--- config.mk ---
export PLATFORM = sky130hd
export DESIGN_NAME = frontend
export DESIGN_NICKNAME = d
export VERILOG_FILES = /design/src/design/mem_bus_pkg.sv /design/src/design/fetch_pkg.sv /design/src/design/icache_if.sv /design/src/design/fetch_buffer.sv /design/src/design/fetch_stage.sv /design/src/design/frontend.sv /design/src/design/icache_ctrl.sv /design/src/design/icache_mem.sv
export SDC_FILE = /design/constraint.sdc
export NUM_CORES = 2
export LEC_CHECK = 0
export BUFFER_PORTS_ARGS = -buffer_cell sky130_fd_sc_hd__buf_2
export CAP_MARGIN = 5
export CORE_ASPECT_RATIO = 1.5
export CORE_UTILIZATION = 62
export CTS_CLUSTER_DIAMETER = 100
export DETAILED_ROUTE_END_ITERATION = 12
export PLACE_DENSITY = 0.85
export SKIP_LAST_GASP = 1
export SLEW_MARGIN = 20
export SYNTH_ARGS = -nofsm -noshare
export SYNTH_HDL_FRONTEND = slang
export SYNTH_SLANG_ARGS = --single-unit
--- constraint.sdc ---
create_clock -name clock -period 14.6 [get_ports clock]
set_input_delay 1.46 -clock clock [delete_from_list [all_inputs] [get_ports clock]]
set_output_delay 1.46 -clock clock [all_outputs]
set_load 0.01 [all_outputs]
--- src/design/mem_bus_pkg.sv ---
`default_nettype none

package mem_bus_pkg;

  // Processor to memory command
  typedef enum logic [1:0] {
    BUS_NONE  = 2'h0,
    BUS_LOAD  = 2'h1,
    BUS_STORE = 2'h2
  } bus_cmd_e;

  localparam int ADDR_W = 64; // Byte address
  localparam int DATA_W = 64; // One block per transfer

  // Transaction tag, zero when the memory did not take the command
  localparam int TAG_W = 4;

endpackage

`default_nettype wire

--- src/design/fetch_pkg.sv ---
`default_nettype none

package fetch_pkg;

  localparam int INST_W = 32;

  // Block is 8 bytes, two instructions per line
  localparam int OFFSET_W = 3;
  localparam int CTAG_W   = 8; // Tag bits above the index

  // One fetch buffer slot
  typedef struct packed {
    logic [INST_W-1:0]              inst;
    logic [mem_bus_pkg::ADDR_W-1:0] npc;  // PC of the following instruction
  } fb_entry_t;

  // Miss handling in the instruction cache controller
  typedef enum logic [1:0] {
    IC_IDLE = 2'h0,
    IC_REQ  = 2'h1,  // Command on the bus until accepted
    IC_WAIT = 2'h2   // Waiting for the tag to come back
  } ictrl_state_e;

endpackage

`default_nettype wire

--- src/design/icache_if.sv ---
`default_nettype none
`timescale 1ns/1ps

interface icache_if #(
  parameter int NUM_LINES = 32
);

  localparam int IDX_W = $clog2(NUM_LINES);

  logic [IDX_W-1:0]               rd_idx;
  logic [fetch_pkg::CTAG_W-1:0]   rd_tag;
  logic [mem_bus_pkg::DATA_W-1:0] rd_data;
  logic                           rd_valid;  // Line valid and tag matches
  logic                           wr_en;
  logic [IDX_W-1:0]               wr_idx;
  logic [fetch_pkg::CTAG_W-1:0]   wr_tag;
  logic [mem_bus_pkg::DATA_W-1:0] wr_data;

  modport ctrl (
    output rd_idx, rd_tag, wr_en, wr_idx, wr_tag, wr_data,
    input  rd_data, rd_valid
  );

  modport mem (
    input  rd_idx, rd_tag, wr_en, wr_idx, wr_tag, wr_data,
    output rd_data, rd_valid
  );

endinterface

`default_nettype wire

--- src/design/fetch_buffer.sv ---
`default_nettype none
`timescale 1ns/1ps

module fetch_buffer #(
  parameter int FB_DEPTH = 8
) (
  input  wire logic                            clock,
  input  wire logic                            rst_n,
  input  wire logic                            redirect_en,
  input  wire logic                            fetch_valid,
  input  wire fetch_pkg::fb_entry_t            fetch_entry,
  input  wire logic                            dispatch_en,
  output logic                                 fetch_en,
  output logic                                 inst_valid,
  output logic      [fetch_pkg::INST_W-1:0]    inst_ir,
  output logic      [mem_bus_pkg::ADDR_W-1:0]  inst_npc
);

  localparam int PTR_W = $clog2(FB_DEPTH);
  localparam logic [PTR_W:0] FULL_CNT = (PTR_W+1)'(FB_DEPTH);

  fetch_pkg::fb_entry_t entries [FB_DEPTH];

  logic [PTR_W-1:0] head;
  logic [PTR_W-1:0] tail;
  logic [PTR_W:0]   count;
  logic             push;
  logic             pop;

  assign fetch_en   = (count != FULL_CNT);
  assign inst_valid = (count != '0);
  assign push       = fetch_valid && fetch_en;
  assign pop        = dispatch_en && inst_valid;

  // Head of queue goes straight out
  assign inst_ir  = entries[head].inst;
  assign inst_npc = entries[head].npc;

  always_ff @(posedge clock or negedge rst_n) begin
    if (!rst_n) begin
      head  <= '0;
      tail  <= '0;
      count <= '0;
    end else if (redirect_en) begin
      // Drop everything fetched down the old path
      head  <= '0;
      tail  <= '0;
      count <= '0;
    end else begin
      if (push) tail <= tail + PTR_W'(1);  // Wraps, depth is a power of two
      if (pop) head <= head + PTR_W'(1);
      count <= count + (PTR_W+1)'(push) - (PTR_W+1)'(pop);
    end
  end

  always_ff @(posedge clock) begin
    if (push) entries[tail] <= fetch_entry;
  end

endmodule

`default_nettype wire

--- src/design/fetch_stage.sv ---
`default_nettype none
`timescale 1ns/1ps

module fetch_stage (
  input  wire logic                           clock,
  input  wire logic                           rst_n,
  input  wire logic                           redirect_en,
  input  wire logic [mem_bus_pkg::ADDR_W-1:0] redirect_pc,
  input  wire logic [mem_bus_pkg::DATA_W-1:0] fetch_block,
  input  wire logic                           fetch_hit,
  input  wire logic                           fetch_en,
  output logic      [mem_bus_pkg::ADDR_W-1:0] fetch_addr,
  output logic                                fetch_valid,
  output fetch_pkg::fb_entry_t                fetch_entry
);

  logic [mem_bus_pkg::ADDR_W-1:0] pc;
  logic [mem_bus_pkg::ADDR_W-1:0] pc_next;
  logic [fetch_pkg::INST_W-1:0]   inst;

  assign fetch_addr = pc;
  assign pc_next    = pc + mem_bus_pkg::ADDR_W'(4);

  // Word select within the 8-byte block
  assign inst = pc[2] ? fetch_block[2*fetch_pkg::INST_W-1:fetch_pkg::INST_W]
                      : fetch_block[fetch_pkg::INST_W-1:0];

  assign fetch_valid      = fetch_hit && fetch_en;
  assign fetch_entry.inst = inst;
  assign fetch_entry.npc  = pc_next;

  always_ff @(posedge clock or negedge rst_n) begin
    if (!rst_n) begin
      pc <= '0;
    end else if (redirect_en) begin
      pc <= redirect_pc;  // Redirect beats a push
    end else if (fetch_valid) begin
      pc <= pc_next;
    end
  end

endmodule

`default_nettype wire

--- src/design/frontend.sv ---
`default_nettype none
`timescale 1ns/1ps

module frontend #(
  parameter int NUM_LINES = 32,
  parameter int FB_DEPTH  = 8
) (
  input  wire logic                           clock,
  input  wire logic                           rst_n,
  input  wire logic [mem_bus_pkg::TAG_W-1:0]  mem2proc_response, // Tag for the current command
  input  wire logic [mem_bus_pkg::TAG_W-1:0]  mem2proc_tag,      // Tag of returning data
  input  wire logic [mem_bus_pkg::DATA_W-1:0] mem2proc_data,
  input  wire logic                           dispatch_ready,
  input  wire logic                           redirect_en,
  input  wire logic [mem_bus_pkg::ADDR_W-1:0] redirect_pc,
  output mem_bus_pkg::bus_cmd_e               proc2mem_command,
  output logic      [mem_bus_pkg::ADDR_W-1:0] proc2mem_addr,
  output logic                                inst_valid,
  output logic      [fetch_pkg::INST_W-1:0]   inst_ir,
  output logic      [mem_bus_pkg::ADDR_W-1:0] inst_npc,
  output logic                                dispatch_en
);

  logic [mem_bus_pkg::ADDR_W-1:0] fetch_addr;
  logic [mem_bus_pkg::DATA_W-1:0] fetch_block;
  logic                           fetch_hit;
  logic                           fetch_en;
  logic                           fetch_valid;
  fetch_pkg::fb_entry_t           fetch_entry;

  // Pop whenever downstream can take one and no redirect is under way
  assign dispatch_en = dispatch_ready && inst_valid && !redirect_en;

  icache_if #(.NUM_LINES(NUM_LINES)) cache_bus ();

  icache_mem #(.NUM_LINES(NUM_LINES)) u_icache_mem (
    .clock (clock),
    .rst_n (rst_n),
    .port  (cache_bus.mem)
  );

  icache_ctrl #(.NUM_LINES(NUM_LINES)) u_icache_ctrl (
    .clock             (clock),
    .rst_n             (rst_n),
    .fetch_addr        (fetch_addr),
    .redirect_en       (redirect_en),
    .mem2proc_response (mem2proc_response),
    .mem2proc_tag      (mem2proc_tag),
    .mem2proc_data     (mem2proc_data),
    .proc2mem_command  (proc2mem_command),
    .proc2mem_addr     (proc2mem_addr),
    .fetch_block       (fetch_block),
    .fetch_hit         (fetch_hit),
    .cache             (cache_bus.ctrl)
  );

  fetch_stage u_fetch_stage (
    .clock       (clock),
    .rst_n       (rst_n),
    .redirect_en (redirect_en),
    .redirect_pc (redirect_pc),
    .fetch_block (fetch_block),
    .fetch_hit   (fetch_hit),
    .fetch_en    (fetch_en),
    .fetch_addr  (fetch_addr),
    .fetch_valid (fetch_valid),
    .fetch_entry (fetch_entry)
  );

  fetch_buffer #(.FB_DEPTH(FB_DEPTH)) u_fetch_buffer (
    .clock       (clock),
    .rst_n       (rst_n),
    .redirect_en (redirect_en),
    .fetch_valid (fetch_valid),
    .fetch_entry (fetch_entry),
    .dispatch_en (dispatch_en),
    .fetch_en    (fetch_en),
    .inst_valid  (inst_valid),
    .inst_ir     (inst_ir),
    .inst_npc    (inst_npc)
  );

endmodule

`default_nettype wire

--- src/design/icache_ctrl.sv ---
`default_nettype none
`timescale 1ns/1ps

module icache_ctrl #(
  parameter int NUM_LINES = 32
) (
  input  wire logic                           clock,
  input  wire logic                           rst_n,
  input  wire logic [mem_bus_pkg::ADDR_W-1:0] fetch_addr,
  input  wire logic                           redirect_en,
  input  wire logic [mem_bus_pkg::TAG_W-1:0]  mem2proc_response,
  input  wire logic [mem_bus_pkg::TAG_W-1:0]  mem2proc_tag,
  input  wire logic [mem_bus_pkg::DATA_W-1:0] mem2proc_data,
  output mem_bus_pkg::bus_cmd_e               proc2mem_command,
  output logic      [mem_bus_pkg::ADDR_W-1:0] proc2mem_addr,
  output logic      [mem_bus_pkg::DATA_W-1:0] fetch_block,
  output logic                                fetch_hit,
  icache_if.ctrl                              cache
);

  localparam int IDX_W = $clog2(NUM_LINES);
  localparam int TAG_LSB = fetch_pkg::OFFSET_W + IDX_W;

  fetch_pkg::ictrl_state_e state, state_nxt;

  logic [mem_bus_pkg::ADDR_W-1:0] req_addr;  // Block address of the miss
  logic [mem_bus_pkg::TAG_W-1:0]  pend_tag;
  logic                           pend;      // Fill still owed by memory
  logic                           start_miss;
  logic                           accepted;
  logic                           fill_done;

  // Lookup for the current fetch address
  assign cache.rd_idx = fetch_addr[fetch_pkg::OFFSET_W +: IDX_W];
  assign cache.rd_tag = fetch_addr[TAG_LSB +: fetch_pkg::CTAG_W];
  assign fetch_block  = cache.rd_data;
  assign fetch_hit    = cache.rd_valid;

  // Only one miss on the bus at a time, even an abandoned one
  assign start_miss = (state == fetch_pkg::IC_IDLE) && !cache.rd_valid && !pend && !redirect_en;
  assign accepted   = (state == fetch_pkg::IC_REQ) && (mem2proc_response != '0);
  assign fill_done  = pend && (mem2proc_tag == pend_tag);

  assign proc2mem_command = (state == fetch_pkg::IC_REQ) ? mem_bus_pkg::BUS_LOAD
                                                         : mem_bus_pkg::BUS_NONE;
  assign proc2mem_addr    = (state == fetch_pkg::IC_REQ) ? req_addr : '0;

  // Fill goes in even after a redirect
  assign cache.wr_en   = fill_done;
  assign cache.wr_idx  = req_addr[fetch_pkg::OFFSET_W +: IDX_W];
  assign cache.wr_tag  = req_addr[TAG_LSB +: fetch_pkg::CTAG_W];
  assign cache.wr_data = mem2proc_data;

  always_comb begin
    state_nxt = state;
    case (state)
      fetch_pkg::IC_IDLE: begin
        if (start_miss) state_nxt = fetch_pkg::IC_REQ;
      end
      fetch_pkg::IC_REQ: begin
        if (redirect_en) state_nxt = fetch_pkg::IC_IDLE;
        else if (accepted) state_nxt = fetch_pkg::IC_WAIT;
      end
      fetch_pkg::IC_WAIT: begin
        if (redirect_en || fill_done) state_nxt = fetch_pkg::IC_IDLE;
      end
      default: state_nxt = fetch_pkg::IC_IDLE;
    endcase
  end

  always_ff @(posedge clock or negedge rst_n) begin
    if (!rst_n) begin
      state <= fetch_pkg::IC_IDLE;
      pend  <= 1'b0;
    end else begin
      state <= state_nxt;
      if (accepted) pend <= 1'b1;  // Held across a redirect
      else if (fill_done) pend <= 1'b0;
    end
  end

  always_ff @(posedge clock) begin
    if (start_miss) begin
      req_addr <= {fetch_addr[mem_bus_pkg::ADDR_W-1:fetch_pkg::OFFSET_W],
                   fetch_pkg::OFFSET_W'(0)};
    end
    if (accepted) pend_tag <= mem2proc_response;
  end

endmodule

`default_nettype wire

--- src/design/icache_mem.sv ---
`default_nettype none
`timescale 1ns/1ps

module icache_mem #(
  parameter int NUM_LINES = 32
) (
  input wire logic clock,
  input wire logic rst_n,
  icache_if.mem    port
);

  logic [NUM_LINES-1:0]           valid;
  logic [fetch_pkg::CTAG_W-1:0]   tags [NUM_LINES];
  logic [mem_bus_pkg::DATA_W-1:0] data [NUM_LINES];

  // Combinational lookup
  assign port.rd_data  = data[port.rd_idx];
  assign port.rd_valid = valid[port.rd_idx] && (tags[port.rd_idx] == port.rd_tag);

  always_ff @(posedge clock or negedge rst_n) begin
    if (!rst_n) begin
      valid <= '0;
    end else if (port.wr_en) begin
      valid[port.wr_idx] <= 1'b1;
    end
  end

  // Tag and block storage
  always_ff @(posedge clock) begin
    if (port.wr_en) begin
      tags[port.wr_idx] <= port.wr_tag;
      data[port.wr_idx] <= port.wr_data;
    end
  end

endmodule

`default_nettype wire

==> key figures <==
Cells and area
  – Fraction of layout instances using a drive strength above 1: 25.1%
  – Fin util: ~69%
  – Commonest non-fill, non-tap cells in the layout: edfxtp_1, mux4_2, mux2i_1
  – Synthesis-to-layout area growth: 10.8%
  – Cell Count, Final, Fillers Out: 9390
  – Commonest non-fill, non-tap cell in the layout: edfxtp_1
  – Nets: around 6600

Detailed routing
  – Routed wire per std cell: between 30 and 40 µm
  – Initial drt markers: 11300
  – Antenna-violating nets left: 0
  – First-pass DRT Iterations: 7
  – Vias per cell: about 7.5
  – Vias: between 70000 and 80000
  – Drc violations: 0
  – Final WL: between 300 and 400 mm

Floorplan
  – Die Y: between 500 and 600 µm
  – Initial core utilization: approximately 63%
  – Core Rows: approximately 200
  – Die width: 371 µm
  – Top-level I/O count: 304
  – Die area: 206000 µm²
  – Core outline area: ~200000 µm²

Place
  – Routability cong.: around 0.91
  – Inst Count DP: 8863
  – Detailed-placement wirelength estimate: 179 mm
  – Place WS: just under 7 ns
  – Buffers on Ports: roughly 300

GRT
  – Total GRT Usage: a little over a third
  – Vias in the first global route: 69900
  – Gr ovfl total: 0
  – Antenna violations before repair: 39
  – Pin count of the biggest net entering global routing: ~140
  – First-pass GRT wire length: approximately 500 mm

STA
  – Slew Viols, Final: 0
  – Setup TNS Final: 0 ns
  – Minimum clock period: approximately 8.0 ns
  – Hold_ws: approximately 0.47 ns
  – Worst Skew: around 0.054 ns
  – Fin worst setup slack: approximately 6.6 ns
  – Fmax: between 100 and 150 MHz
  – Fin crit share: ~55%
  – Final Setup Violations: 0
  – Hold Fails Final Rpt: 0
  – Slew @ Worst Pin: between 1 and 1.5 ns
  – RSZ-0062 raised after global routing: false
  – Slew headroom: between 15 and 20%

Pwr
  – Part of the power in combinational logic: a little over an eighth
  – PD cells: ~150 nW/µm²
  – Net load switching power: about 5.2 mW
  – Leak: ~45 nW
  – Worst vdd ir: around 0.0001 V
  – Flop pwr share: 51.0%
  – Clock network power share: between 30 and 40%
  – Internal: between 15 and 20 mW
  – Sw Share: roughly a quarter

Run status
  – Status: completed

Yosys
  – Post-synth EDFFs: 3137
  – Flops & latches, synth: 3246
  – Syn Std Cell Area: between 100000 and 150000 µm²
  – Cell variety after synth: 73
  – Seq/Total Area, Yosys: about 77%
  – Synth Area per Inst: 20.7 µm²
  – Ys async rst share: roughly 3.4%
  – Top FF cell, synth: edfxtp_1
  – Count of warnings emitted by yosys: 0
  – Post-Synthesis Cells: 6124

Critical path
  – Reg2Reg Depth: 13
  – R2R setup slack: approximately 6.6 ns
  – Critical path class: reg -> reg
  – Critical Path Source Type: flop
  – Peak fanout along the critical path: about 110
  – WP data required: 15.05 ns
  – WP data arrival: between 8 and 9 ns
  – Crit end category: flop

Min path
  – WHS Path Cells: 1
  – Hold Path Class: reg -> reg

Clock network
  – # clock sinks: 3246
  – # H-tree levels: 5
  – Setup bufs post-CTS: 0
  – Clock Tree Root: clkbuf_16
  – Max clock buf depth: 4
  – Num CTS Buffers: 278
  – Worst skew pair latency: 0.86 ns
  – CTS tree: yes
  – # hold bufs at CTS: 0
  – Worst-path clk slew: ~0.06 ns
  – # resized after CTS: 0

Run
  – Max-Cap Viols: 0
==> cell usage after synthesis (all sizes together), types with 23 or more instances <==
master / n / area (µm²)
a21oi: 97 / 485
a22oi: 43 / 323
a31oi: 64 / 407
and2: 68 / 425
buf: 193 / 1070
clkbuf: 178 / 668
dfrtp: 109 / 2730
edfxtp: 3137 / 94200
inv: 23 / 86.3
mux2: 99 / 1110
mux2i: 415 / 4150
mux4: 621 / 14000
nand2: 101 / 382
nand3: 80 / 418
nand4: 37 / 231
nor2: 162 / 611
nor3: 59 / 305
o21ai: 25 / 125
o221ai: 182 / 1590
o22ai: 68 / 425
o31ai: 62 / 465
or2: 38 / 238
or4: 61 / 458
xnor2: 33 / 289
xor2: 41 / 359
==> metrics by stage <==
stage	area, µm²	total power, mW
floorplan	127000	12.4
global placement	131000	13.3
detailed placement	131000	13.4
CTS	140000	20.7
global route	140000	21.1
finish	140000	20.7
==> worst paths after layout <==
| kind | endpoint | startpoint |
|---|---|---|
| max | u_fetch_buffer.entries[2][70] | u_fetch_stage.fetch_addr[3] |
| min | u_icache_mem.valid[3] | u_icache_mem.valid[3] |
| max reg2reg | u_fetch_buffer.entries[2][70] | u_fetch_stage.fetch_addr[3] |
| min reg2reg | u_icache_mem.valid[3] | u_icache_mem.valid[3] |
| max in group asynchronous | u_icache_ctrl.state[0] | rst_n |
| min in group asynchronous | u_fetch_buffer.head[2] | rst_n |
==> cell families (layout without fill, tap and decap cells) <==
group / count (synthesis) / count (layout) / synth area share (%)
xor+xnor: 74 / 74 / 0.512
compound gates: 582 / 582 / 3.31
buf+inv: 394 / 982 / 1.44
flops: 3246 / 3246 / 76.6
fa+ha+maj: 10 / 10 / 0.105
other cells: 1 / 27 / 0.00296
simple gates: 682 / 682 / 2.86
mux: 1135 / 1135 / 15.2
==> worst max-delay path, cell delays in order, from the launching register on <==
cell,delay [ns]
dfrtp_4,0.84
buf_4,0.84
buf_4,0.82
mux4_2,0.62
nand2_1,0.10
a21oi_1,0.17
nor4_2,0.38
o22ai_1,0.23
or3_2,0.52
buf_4,0.40
or3_1,0.74
nor4b_4,0.37
buf_4,0.63
buf_4,0.78
==> layout make-up <==
cell class	instances	area, µm²
Inverter	23	93.8
Clock buffer	342	7440
Sequential cell	3246	97000
Multi-Input combinational cell	2487	28300
Antenna cell	23	57.6
Timing Repair Buffer	459	2780
Fill cell	11000	62200
Tap cell	2652	3320
Clock inverter	158	1370
==> state kept, by name, indices dropped and copies added, names as in the netlist <==
signal	cells
u_icache_ctrl.pend_tag	4
u_icache_ctrl.state	2
u_icache_mem.valid	32
u_fetch_buffer.head	3
u_icache_ctrl.pend	1
u_fetch_buffer.count	4
u_icache_mem.data	2048
u_fetch_buffer.entries	768
u_icache_mem.tags	256
u_icache_ctrl.req_addr	61
u_fetch_stage.fetch_addr	64
u_fetch_buffer.tail	3
==> power groups by stage <==
stage / clock network [mW] / registers, mW / logic [mW]
global placement: 0 / 10.8 / 2.56
CTS: 7.38 / 10.6 / 2.72
finish: 7.37 / 10.6 / 2.78
global route: 7.69 / 10.6 / 2.89
detailed placement: 0 / 10.8 / 2.64
floorplan: 0 / 10.7 / 1.75
==> layer usage <==
layer / routed length, µm / up-vias / GRT usage, %
li1: - / 26300 / -
met1: 108000 / 34900 / 40.9
met2: 173000 / 7008 / 55.9
met3: 46500 / 1781 / 8.64
met4: 31000 / 38 / 24.6
met5: 265 / - / 0
Power figures use the tool's default switching activity.
